File: src/design/dsp_macros.svh
`ifndef DSP_MACROS_SVH
`define DSP_MACROS_SVH

// Sample and accumulator widths
`define DSP_DATA_WIDTH 16
`define DSP_FULL_WIDTH (2 * `DSP_DATA_WIDTH + 8)

// Channel register bank
`define DSP_N_CHANNELS 16
`define DSP_CHAN_BITS 4

// Execution branches
`define DSP_N_BRANCHES 2
`define DSP_BRANCH_ALU 0
`define DSP_BRANCH_MAC 1

`define DSP_COMMIT_ID_WIDTH 4
`define DSP_PROG_DEPTH 32
`define DSP_PC_BITS 5

`endif

File: src/design/dsp_pkg.sv
`include "dsp_macros.svh"

package dsp_pkg;

	// Codes 5 to 7 execute as pass_a
	typedef enum logic [2:0] {
		alu_add    = 3'd0,
		alu_sub    = 3'd1,
		alu_pass_a = 3'd2,
		alu_asr1_a = 3'd3,
		alu_neg_a  = 3'd4
	} alu_op_t;

	// One instruction word, two decodings selected by the top bit
	typedef union packed {
		struct packed {
			logic                        branch;
			alu_op_t                     op;
			logic [`DSP_CHAN_BITS-1:0]   dest;
			logic [`DSP_CHAN_BITS-1:0]   src_a;
			logic [`DSP_CHAN_BITS-1:0]   src_b;
		} alu;
		struct packed {
			logic                        branch;
			logic                        overwrite;
			logic [5:0]                  unused;
			logic [`DSP_CHAN_BITS-1:0]   src_a;
			logic [`DSP_CHAN_BITS-1:0]   src_b;
		} mac;
	} instr_t;

endpackage

File: src/design/issue_if.sv
`include "dsp_macros.svh"

interface issue_if;

	logic                            valid;
	logic                            ready;
	logic [`DSP_DATA_WIDTH-1:0]      operand_a;
	logic [`DSP_DATA_WIDTH-1:0]      operand_b;
	dsp_pkg::instr_t                 instr;
	logic [`DSP_COMMIT_ID_WIDTH-1:0] commit_id;

	modport issuer (
		output valid, operand_a, operand_b, instr, commit_id,
		input  ready
	);
	modport branch (
		input  valid, operand_a, operand_b, instr, commit_id,
		output ready
	);

endinterface

File: src/design/branch_if.sv
`include "dsp_macros.svh"

interface branch_if;

	logic                            valid;
	logic                            ready;
	logic [`DSP_FULL_WIDTH-1:0]      result;
	logic [`DSP_CHAN_BITS-1:0]       dest;
	logic [`DSP_COMMIT_ID_WIDTH-1:0] commit_id;
	logic                            overwrite;

	modport producer (
		output valid, result, dest, commit_id, overwrite,
		input  ready
	);
	modport committer (
		input  valid, result, dest, commit_id, overwrite,
		output ready
	);

endinterface

File: src/design/dsp_config_regs.sv
`include "dsp_macros.svh"

module dsp_config_regs (
	input  logic                         clk,
	input  logic                         reset,
	input  logic                         wb_cyc,
	input  logic                         wb_stb,
	input  logic                         wb_we,
	input  logic [7:0]                   wb_adr,
	input  logic [`DSP_DATA_WIDTH-1:0]   wb_dat_w,
	output logic [`DSP_DATA_WIDTH-1:0]   wb_dat_r,
	output logic                         wb_ack,
	input  logic                         busy,
	output logic                         enable,
	output logic [`DSP_PC_BITS:0]        prog_len,
	input  logic [`DSP_PC_BITS-1:0]      pc,
	output dsp_pkg::instr_t              instr,
	output logic [`DSP_CHAN_BITS-1:0]    rd_chan,
	input  logic [`DSP_DATA_WIDTH-1:0]   rd_chan_data,
	input  logic [`DSP_FULL_WIDTH-1:0]   acc_value
);

	logic [`DSP_DATA_WIDTH-1:0] prog_mem [`DSP_PROG_DEPTH];
	logic [`DSP_DATA_WIDTH-1:0] rd_value;
	logic                       wb_req;

	// First cycle of a classic cycle only
	assign wb_req = wb_cyc && wb_stb && !wb_ack;

	assign rd_chan = wb_adr[`DSP_CHAN_BITS-1:0];
	assign instr = prog_mem[pc];

	always_ff @(posedge clk) begin
		if (reset) begin
			wb_ack   <= 1'b0;
			enable   <= 1'b0;
			prog_len <= 1;
		end else begin
			wb_ack <= wb_req;
			if (wb_req && wb_we) begin
				case (wb_adr)
					8'h00: enable <= wb_dat_w[0];
					8'h01: prog_len <= wb_dat_w[`DSP_PC_BITS:0];
					default: ;
				endcase
			end
		end
	end

	always_ff @(posedge clk) begin
		if (wb_req && wb_we && wb_adr[7:5] == 3'b010)
			prog_mem[wb_adr[`DSP_PC_BITS-1:0]] <= wb_dat_w;
		if (wb_req)
			wb_dat_r <= rd_value;
	end

	always_comb begin
		rd_value = '0;
		if (wb_adr[7:4] == 4'h1)
			rd_value = rd_chan_data;
		else case (wb_adr)
			8'h00: rd_value = {15'd0, enable};
			8'h01: rd_value = {10'd0, prog_len};
			8'h02: rd_value = {15'd0, busy};
			8'h20: rd_value = acc_value[15:0];
			8'h21: rd_value = acc_value[31:16];
			// Guard bits, sign-extended
			8'h22: rd_value = {{8{acc_value[39]}}, acc_value[39:32]};
			default: ;
		endcase
	end

endmodule

File: src/design/instr_issue.sv
`include "dsp_macros.svh"

module instr_issue (
	input  logic                         clk,
	input  logic                         reset,
	input  logic                         enable,
	input  logic                         sample_tick,
	input  logic [`DSP_PC_BITS:0]        prog_len,
	output logic [`DSP_PC_BITS-1:0]      pc,
	input  dsp_pkg::instr_t              instr,
	output logic                         busy,
	output logic [`DSP_CHAN_BITS-1:0]    rd_a,
	output logic [`DSP_CHAN_BITS-1:0]    rd_b,
	input  logic [`DSP_DATA_WIDTH-1:0]   rd_a_data,
	input  logic [`DSP_DATA_WIDTH-1:0]   rd_b_data,
	input  logic                         chan_we,
	input  logic [`DSP_CHAN_BITS-1:0]    chan_addr,
	issue_if.issuer                      alu_port,
	issue_if.issuer                      mac_port
);

	logic [`DSP_N_CHANNELS-1:0]      pending, set_mask, clr_mask;
	logic [`DSP_COMMIT_ID_WIDTH-1:0] next_id;
	logic [`DSP_PC_BITS:0]           pc_count;
	logic [1:0]                      mac_inflight;
	logic run_active, is_mac, hazard, load;
	logic slot_valid, slot_mac, slot_take;

	assign is_mac = instr.mac.branch;
	assign rd_a = instr.alu.src_a;
	assign rd_b = instr.alu.src_b;
	assign hazard = pending[rd_a] | pending[rd_b] | (!is_mac && pending[instr.alu.dest]);
	assign slot_take = slot_mac ? mac_port.ready : alu_port.ready;
	assign load = run_active && enable && !hazard && (!slot_valid || slot_take);
	assign pc_count = {1'b0, pc} + 1'b1;

	// Tick holds channel 0 until the sample write lands
	assign set_mask = ((load && !is_mac) ? (16'd1 << instr.alu.dest) : 16'd0)
		| (sample_tick ? 16'd1 : 16'd0);
	assign clr_mask = chan_we ? (16'd1 << chan_addr) : 16'd0;

	assign alu_port.valid = slot_valid && !slot_mac;
	assign mac_port.valid = slot_valid && slot_mac;

	always_ff @(posedge clk) begin
		if (reset) begin
			busy <= 1'b0;
			run_active <= 1'b0;
			pc <= '0;
			pending <= '0;
			slot_valid <= 1'b0;
			next_id <= '0;
			mac_inflight <= '0;
		end else begin
			pending <= (pending & ~clr_mask) | set_mask;
			// Shadow of the two MAC stages, which move only on ready
			if (mac_port.ready)
				mac_inflight <= {mac_inflight[0], mac_port.valid};
			if (load)
				slot_valid <= 1'b1;
			else if (slot_take)
				slot_valid <= 1'b0;
			if (load)
				next_id <= next_id + 1'b1;
			if (sample_tick && enable && !busy) begin
				busy <= 1'b1;
				run_active <= 1'b1;
				pc <= '0;
			end else if (load) begin
				pc <= pc + 1'b1;
				if (pc_count >= prog_len)
					run_active <= 1'b0;
			end else if (!run_active && !slot_valid && pending == '0 && mac_inflight == '0) begin
				busy <= 1'b0;
			end
		end
	end

	always_ff @(posedge clk) begin
		if (load) begin
			slot_mac <= is_mac;
			alu_port.instr <= instr;
			alu_port.operand_a <= rd_a_data;
			alu_port.operand_b <= rd_b_data;
			alu_port.commit_id <= next_id;
		end
	end

	assign mac_port.instr = alu_port.instr;
	assign mac_port.operand_a = alu_port.operand_a;
	assign mac_port.operand_b = alu_port.operand_b;
	assign mac_port.commit_id = alu_port.commit_id;

endmodule

File: src/design/alu_branch.sv
`include "dsp_macros.svh"

module alu_branch (
	input  logic       clk,
	input  logic       reset,
	issue_if.branch    issue,
	branch_if.producer out
);

	logic [`DSP_DATA_WIDTH-1:0] a, b, alu_value;
	logic                       accept;

	assign a = issue.operand_a;
	assign b = issue.operand_b;

	// Slot empty or emptying this cycle
	assign accept = !out.valid || out.ready;
	assign issue.ready = accept;
	assign out.overwrite = 1'b0;

	always_comb begin
		case (issue.instr.alu.op)
			dsp_pkg::alu_add:    alu_value = a + b;
			dsp_pkg::alu_sub:    alu_value = a - b;
			dsp_pkg::alu_pass_a: alu_value = a;
			dsp_pkg::alu_asr1_a: alu_value = $signed(a) >>> 1;
			dsp_pkg::alu_neg_a:  alu_value = -a;
			default:             alu_value = a;
		endcase
	end

	always_ff @(posedge clk) begin
		if (reset)
			out.valid <= 1'b0;
		else if (accept)
			out.valid <= issue.valid;
	end

	always_ff @(posedge clk) begin
		if (accept && issue.valid) begin
			out.result <= {{(`DSP_FULL_WIDTH - `DSP_DATA_WIDTH){alu_value[`DSP_DATA_WIDTH-1]}},
				alu_value};
			out.dest <= issue.instr.alu.dest;
			out.commit_id <= issue.commit_id;
		end
	end

endmodule

File: src/design/mac_branch.sv
`include "dsp_macros.svh"

module mac_branch (
	input  logic       clk,
	input  logic       reset,
	issue_if.branch    issue,
	branch_if.producer out
);

	logic signed [`DSP_DATA_WIDTH-1:0]   s1_a, s1_b;
	logic signed [2*`DSP_DATA_WIDTH-1:0] product;
	logic [`DSP_COMMIT_ID_WIDTH-1:0]     s1_id;
	logic                                s1_valid, s1_overwrite;
	logic                                advance;

	// Whole pipe moves together or not at all
	assign advance = !out.valid || out.ready;
	assign issue.ready = advance;
	assign out.dest = '0;

	assign product = s1_a * s1_b;

	always_ff @(posedge clk) begin
		if (reset) begin
			s1_valid <= 1'b0;
			out.valid <= 1'b0;
		end else if (advance) begin
			s1_valid <= issue.valid;
			out.valid <= s1_valid;
		end
	end

	// ************************************************************
	// Operand stage, then product stage
	// ************************************************************
	always_ff @(posedge clk) begin
		if (advance) begin
			s1_a <= issue.operand_a;
			s1_b <= issue.operand_b;
			s1_overwrite <= issue.instr.mac.overwrite;
			s1_id <= issue.commit_id;
			out.result <= {{(`DSP_FULL_WIDTH - 2 * `DSP_DATA_WIDTH){product[2*`DSP_DATA_WIDTH-1]}},
				product};
			out.overwrite <= s1_overwrite;
			out.commit_id <= s1_id;
		end
	end

endmodule

File: src/design/commit_master.sv
`include "dsp_macros.svh"

module commit_master (
	input  logic                         clk,
	input  logic                         reset,
	input  logic                         enable,
	input  logic                         sample_tick,
	input  logic [`DSP_DATA_WIDTH-1:0]   sample_in,
	branch_if.committer                  alu_res,
	branch_if.committer                  mac_res,
	output logic                         chan_we,
	output logic [`DSP_CHAN_BITS-1:0]    chan_addr,
	output logic [`DSP_DATA_WIDTH-1:0]   chan_wdata,
	output logic                         acc_we,
	output logic                         acc_add,
	output logic [`DSP_FULL_WIDTH-1:0]   acc_wdata
);

	logic [`DSP_COMMIT_ID_WIDTH-1:0] next_commit_id;
	logic [`DSP_N_BRANCHES-1:0]      take;
	logic                            open;

	// Nothing commits on a tick cycle or while disabled
	assign open = enable && !sample_tick;

	assign take[`DSP_BRANCH_ALU] = open && alu_res.valid && alu_res.commit_id == next_commit_id;
	assign take[`DSP_BRANCH_MAC] = open && mac_res.valid && mac_res.commit_id == next_commit_id;

	assign alu_res.ready = take[`DSP_BRANCH_ALU];
	assign mac_res.ready = take[`DSP_BRANCH_MAC];

	always_ff @(posedge clk) begin
		if (reset) begin
			next_commit_id <= '0;
			chan_we <= 1'b0;
			acc_we <= 1'b0;
			acc_add <= 1'b0;
		end else begin
			chan_we <= sample_tick || take[`DSP_BRANCH_ALU];
			acc_we <= take[`DSP_BRANCH_MAC];
			acc_add <= take[`DSP_BRANCH_MAC] && !mac_res.overwrite;
			if (|take)
				next_commit_id <= next_commit_id + 1'b1;
		end
	end

	// ************************************************************
	// Write data, one cycle behind the handshake
	// ************************************************************
	always_ff @(posedge clk) begin
		if (sample_tick) begin
			chan_addr <= '0;
			chan_wdata <= sample_in;
		end else if (take[`DSP_BRANCH_ALU]) begin
			chan_addr <= alu_res.dest;
			chan_wdata <= alu_res.result[`DSP_DATA_WIDTH-1:0];
		end
		if (take[`DSP_BRANCH_MAC])
			acc_wdata <= mac_res.result;
	end

endmodule

File: src/design/channel_regs.sv
`include "dsp_macros.svh"

module channel_regs (
	input  logic                         clk,
	input  logic                         reset,
	input  logic                         chan_we,
	input  logic [`DSP_CHAN_BITS-1:0]    chan_addr,
	input  logic [`DSP_DATA_WIDTH-1:0]   chan_wdata,
	input  logic                         acc_we,
	input  logic                         acc_add,
	input  logic [`DSP_FULL_WIDTH-1:0]   acc_wdata,
	input  logic [`DSP_CHAN_BITS-1:0]    rd_a,
	input  logic [`DSP_CHAN_BITS-1:0]    rd_b,
	input  logic [`DSP_CHAN_BITS-1:0]    rd_c,
	output logic [`DSP_DATA_WIDTH-1:0]   rd_a_data,
	output logic [`DSP_DATA_WIDTH-1:0]   rd_b_data,
	output logic [`DSP_DATA_WIDTH-1:0]   rd_c_data,
	output logic [`DSP_FULL_WIDTH-1:0]   acc_value
);

	logic [`DSP_DATA_WIDTH-1:0] chan [`DSP_N_CHANNELS];

	always_ff @(posedge clk) begin
		if (reset) begin
			for (int i = 0; i < `DSP_N_CHANNELS; i++)
				chan[i] <= '0;
			acc_value <= '0;
		end else begin
			if (chan_we)
				chan[chan_addr] <= chan_wdata;
			// Add wraps at the full width
			if (acc_we)
				acc_value <= acc_add ? acc_value + acc_wdata : acc_wdata;
		end
	end

	assign rd_a_data = chan[rd_a];
	assign rd_b_data = chan[rd_b];
	assign rd_c_data = chan[rd_c];

endmodule

File: src/design/dsp_core.sv
`include "dsp_macros.svh"

module dsp_core (
	input  logic                         clk,
	input  logic                         reset,
	input  logic                         wb_cyc,
	input  logic                         wb_stb,
	input  logic                         wb_we,
	input  logic [7:0]                   wb_adr,
	input  logic [`DSP_DATA_WIDTH-1:0]   wb_dat_w,
	output logic [`DSP_DATA_WIDTH-1:0]   wb_dat_r,
	output logic                         wb_ack,
	input  logic                         sample_tick,
	input  logic [`DSP_DATA_WIDTH-1:0]   sample_in
);

	logic                         enable, busy;
	logic [`DSP_PC_BITS:0]        prog_len;
	logic [`DSP_PC_BITS-1:0]      pc;
	dsp_pkg::instr_t              instr;
	logic [`DSP_CHAN_BITS-1:0]    rd_a, rd_b, rd_c;
	logic [`DSP_DATA_WIDTH-1:0]   rd_a_data, rd_b_data, rd_c_data;
	logic                         chan_we, acc_we, acc_add;
	logic [`DSP_CHAN_BITS-1:0]    chan_addr;
	logic [`DSP_DATA_WIDTH-1:0]   chan_wdata;
	logic [`DSP_FULL_WIDTH-1:0]   acc_wdata, acc_value;

	issue_if  alu_issue ();
	issue_if  mac_issue ();
	branch_if alu_result ();
	branch_if mac_result ();

	dsp_config_regs u_config (.clk, .reset, .wb_cyc, .wb_stb, .wb_we, .wb_adr, .wb_dat_w,
		.wb_dat_r, .wb_ack, .busy, .enable, .prog_len, .pc, .instr,
		.rd_chan(rd_c), .rd_chan_data(rd_c_data), .acc_value);

	instr_issue u_issue (.clk, .reset, .enable, .sample_tick, .prog_len, .pc, .instr, .busy,
		.rd_a, .rd_b, .rd_a_data, .rd_b_data, .chan_we, .chan_addr,
		.alu_port(alu_issue.issuer), .mac_port(mac_issue.issuer));

	alu_branch u_alu (.clk, .reset, .issue(alu_issue.branch), .out(alu_result.producer));

	mac_branch u_mac (.clk, .reset, .issue(mac_issue.branch), .out(mac_result.producer));

	commit_master u_commit (.clk, .reset, .enable, .sample_tick, .sample_in,
		.alu_res(alu_result.committer), .mac_res(mac_result.committer),
		.chan_we, .chan_addr, .chan_wdata, .acc_we, .acc_add, .acc_wdata);

	channel_regs u_regs (.clk, .reset, .chan_we, .chan_addr, .chan_wdata, .acc_we, .acc_add,
		.acc_wdata, .rd_a, .rd_b, .rd_c, .rd_a_data, .rd_b_data, .rd_c_data, .acc_value);

endmodule

File: config.mk
export PLATFORM = sky130hd
export DESIGN_NAME = dsp_core
export DESIGN_NICKNAME = d
export VERILOG_FILES = /design/src/design/dsp_pkg.sv /design/src/design/issue_if.sv /design/src/design/branch_if.sv /design/src/design/dsp_config_regs.sv /design/src/design/instr_issue.sv /design/src/design/alu_branch.sv /design/src/design/mac_branch.sv /design/src/design/commit_master.sv /design/src/design/channel_regs.sv /design/src/design/dsp_core.sv
export VERILOG_INCLUDE_DIRS = /design/src /design/src/design
export SDC_FILE = /design/constraint.sdc
export NUM_CORES = 2
export LEC_CHECK = 0
export BUFFER_PORTS_ARGS = -buffer_cell sky130_fd_sc_hd__buf_2
export CAP_MARGIN = 20
export CORE_ASPECT_RATIO = 0.8
export CORE_MARGIN = 2
export CORE_UTILIZATION = 50
export DETAILED_ROUTE_END_ITERATION = 10
export GPL_TIMING_DRIVEN = 1
export PLACE_DENSITY = 0.71
export SLEW_MARGIN = 20
export SYNTH_ARGS = -nofsm -noshare
export SYNTH_HDL_FRONTEND = slang
export SYNTH_HIERARCHICAL = 1
export SYNTH_SLANG_ARGS = --single-unit
export TNS_END_PERCENT = 1
File: constraint.sdc
create_clock -name clk -period 9.1 [get_ports clk]
set_clock_uncertainty 0.1 [all_clocks]
set_input_delay 2.275 -clock clk [delete_from_list [all_inputs] [get_ports clk]]
set_output_delay 2.275 -clock clk [all_outputs]
set_load 0.05 [all_outputs]
==> run summary <==
HP Class - reg -> reg
Ys Warns - 6
Layout Cells excl Fill - 6282
DR DRC count - 0
Placer Congestion - 0.898
Power Internal - 8.07 mW
setup bufs post-CTS - 0
drt pass-1 iters - 6
switching power - 2.13 mW
total gr overflow - 0
Worst Path Arrival - 7.09 ns
fin worst setup slack - 2.36 ns
Setup Crit Path Kind - reg -> reg
total track usage - 0.258
R2R depth - 18
H-tree lvl count - 3
Seq. cell area - 31300 sq um
Layout Nets - 5012
Netlist Area Pre-Place - 61600 sq um
IO Count - 63
syn nets - 5070
critical-path maximum fanout - 16
CP Capture Type - flop
Logic pwr share - 0.032
die height - 318 um
Hold Crit Depth - 0
Clock Root Buffer - clkbuf_16
first-pass GRT wire length - 243 mm
initial antenna violation count - 10
unrepaired setup endpoints after global routing - no
Final Setup Violations - 0
CTS sink count - 1074
P_leak - 24.0 nW
critical path required time - 9.46 ns
Critical path destination - u_mac/out.result[29]$_DFFE_PP_
min cycle time layout - 6.74 ns
share of layout cells above drive strength 1 - 0.147
Worst-Margin Slew - 1.24 ns
First DRT Iteration DRCs - 4986
final hold vios - 0
Final Cycle Share - 0.740
Wirelength per Cell - 25.9 um
fillcell total - 9951
cts repair resizes - 0
Vias - 39000
total core area - 123000 sq um
Multi-input gate area - 27800 sq um
Rel. slew slack - 0.172
switch share - 0.209
RR Startpoint - u_mac/s1_a[15]$_DFFE_PP_
worst vdd ir - 0.143 mV
Reg power frac - 0.536
max frequency - 148 MHz
worst-case clock buffer depth - 3
Util after Layout - 0.545
crit path from - u_mac/s1_a[15]$_DFFE_PP_
average size of a mapped cell - 13.4 sq um
final count of pins violating max slew - 0
final setup TNS - 0 ns
Synth Instances - 4613
status - complete, no violations
r2r endpoint - u_mac/out.result[29]$_DFFE_PP_
pwr/cell area - 152 nW/um^2
Worst Setup Start Kind - flop
worst-skew pair later-pin latency - 0.72 ns
Detail Route Antenna Nets - 0
final hold slack - 0.312 ns
Worst-path clk slew - 0.07 ns
routed wire length - 163 mm
chip width - 396 um
placed cell count - 6086
CTS Buf Count - 105
Post-DP HPWL - 107 mm
drt via density - 6.21
IO Port Bufs - 62
post-place setup slack - 2.41 ns
synthesis-to-layout area growth - 8.59%
CTS tree - yes
die area - 126000 sq um
Initial Util - 0.502
MaxCap Viol Count - 0
largest net degree at the start of global routing - 81
vias in the first global route - 37900
Clock Power Share - 0.432
hold bufs inserted after CTS - 0
num rows - 115
R2R Setup Slk - 2.36 ns
-- metal layers --
layer  vias to the layer above  track usage  routed length [um]
met1                     19700        0.381               67600
met2                      2078        0.376               71400
met5                         -            0                  63
met3                       348       0.0593               17900
li1                      16800            -                   -
met4                        12       0.0927                6120
-- worst min path at each step --
stage / from / endpoint / slack, ns
2_1_floorplan: u_mac/out.overwrite$_DFFE_PP_ / u_commit/acc_add$_SDFF_PP0_ / 0.29
3_3_place_gp: u_mac/s1_id[0]$_DFFE_PP_ / u_mac/out.commit_id[0]$_DFFE_PP_ / 0.30
3_5_place_dp: u_mac/out.result[2]$_DFFE_PP_ / u_commit/acc_wdata[2]$_DFFE_PP_ / 0.30
4_1_cts: u_mac/s1_id[1]$_DFFE_PP_ / u_mac/out.commit_id[1]$_DFFE_PP_ / 0.31
5_1_grt: u_mac/s1_id[3]$_DFFE_PP_ / u_mac/out.commit_id[3]$_DFFE_PP_ / 0.33
6_report: u_mac/out.result[2]$_DFFE_PP_ / u_commit/acc_wdata[2]$_DFFE_PP_ / 0.31
-- layout make-up --
class,count,area share
Sequential cell,1074,0.469
Multi-Input combinational cell,2889,0.415
Clock buffer,136,0.0423
Tap cell,1638,0.0306
Inverter,338,0.0190
Timing Repair Buffer,147,0.0148
Clock inverter,56,0.00937
Antenna cell,4,0.000150
-- critical path, cell delays in order (launching register included) --
cell,delay (ns)
edfxtp_1,0.63
nand2_1,0.21
inv_1,0.11
fa_1,0.66
fa_1,0.86
fa_1,0.53
fa_1,0.50
fa_1,0.48
inv_1,0.05
fa_1,0.47
inv_1,0.04
ha_1,0.37
nand3_1,0.14
or2_0,0.24
or3_1,0.35
o31a_2,0.15
a31oi_4,0.20
nor4_1,0.07
a311o_1,0.31
-- flip-flops by register name, summed over array words and instances, names as in the netlist, 5 cells and up --
signal	count
u_issue/pending	16
u_mac/out.result	32
u_commit/acc_wdata	40
u_config/wb_dat_r	16
u_issue/alu_port.instr	8
u_regs/acc_value	40
u_issue/pc	5
u_mac/s1_b	16
u_issue/alu_port.operand_b	16
u_issue/alu_port.operand_a	16
u_config/prog_mem	512
u_regs/chan	256
u_alu/out.result	16
u_commit/chan_wdata	16
u_config/prog_len	6
u_mac/s1_a	16
-- power by group through the flow --
stage                     Combinational (mW)  Sequential [mW]  Clock, mW
after floorplan                        0.168             5.55          0
after global placement                 0.316             5.56          0
after detailed placement               0.320             5.57          0
after CTS                              0.321             5.46       4.47
after global routing                   0.335             5.47       4.66
final                                  0.326             5.46       4.41
-- cells in the final DEF, fill, tap and decap left out, types with 20 or more instances in the layout --
master     count
ha_1         147
clkinv_1      20
nor2_1       192
edfxtp_1     982
a21o_1        32
a21oi_1      163
nand3_1       52
o21ai_0       71
a31oi_1       33
buf_2         59
dfxtp_1       89
buf_4         85
nand2b_1      35
inv_1        335
mux2_2        21
a211oi_1      45
and2_1       385
xnor2_1       72
mux2i_1      321
mux4_2       244
o31ai_1       23
clkbuf_1      25
a22o_1        33
nand4_1       31
nor3_1        41
xor2_1        26
nand2_1      250
nor2b_1       21
a22oi_1       77
fa_1         264
o211ai_1      22
clkbuf_16    107
-- per-stage QoR --
step | power (mW) | cell area (sq um)
after global routing | 10.5 | 66900
after global placement | 5.88 | 63400
after floorplan | 5.72 | 61600
final | 10.2 | 66900
after CTS | 10.2 | 66900
after detailed placement | 5.89 | 63400
No activity file was read; power rests on OpenSTA's default activity.
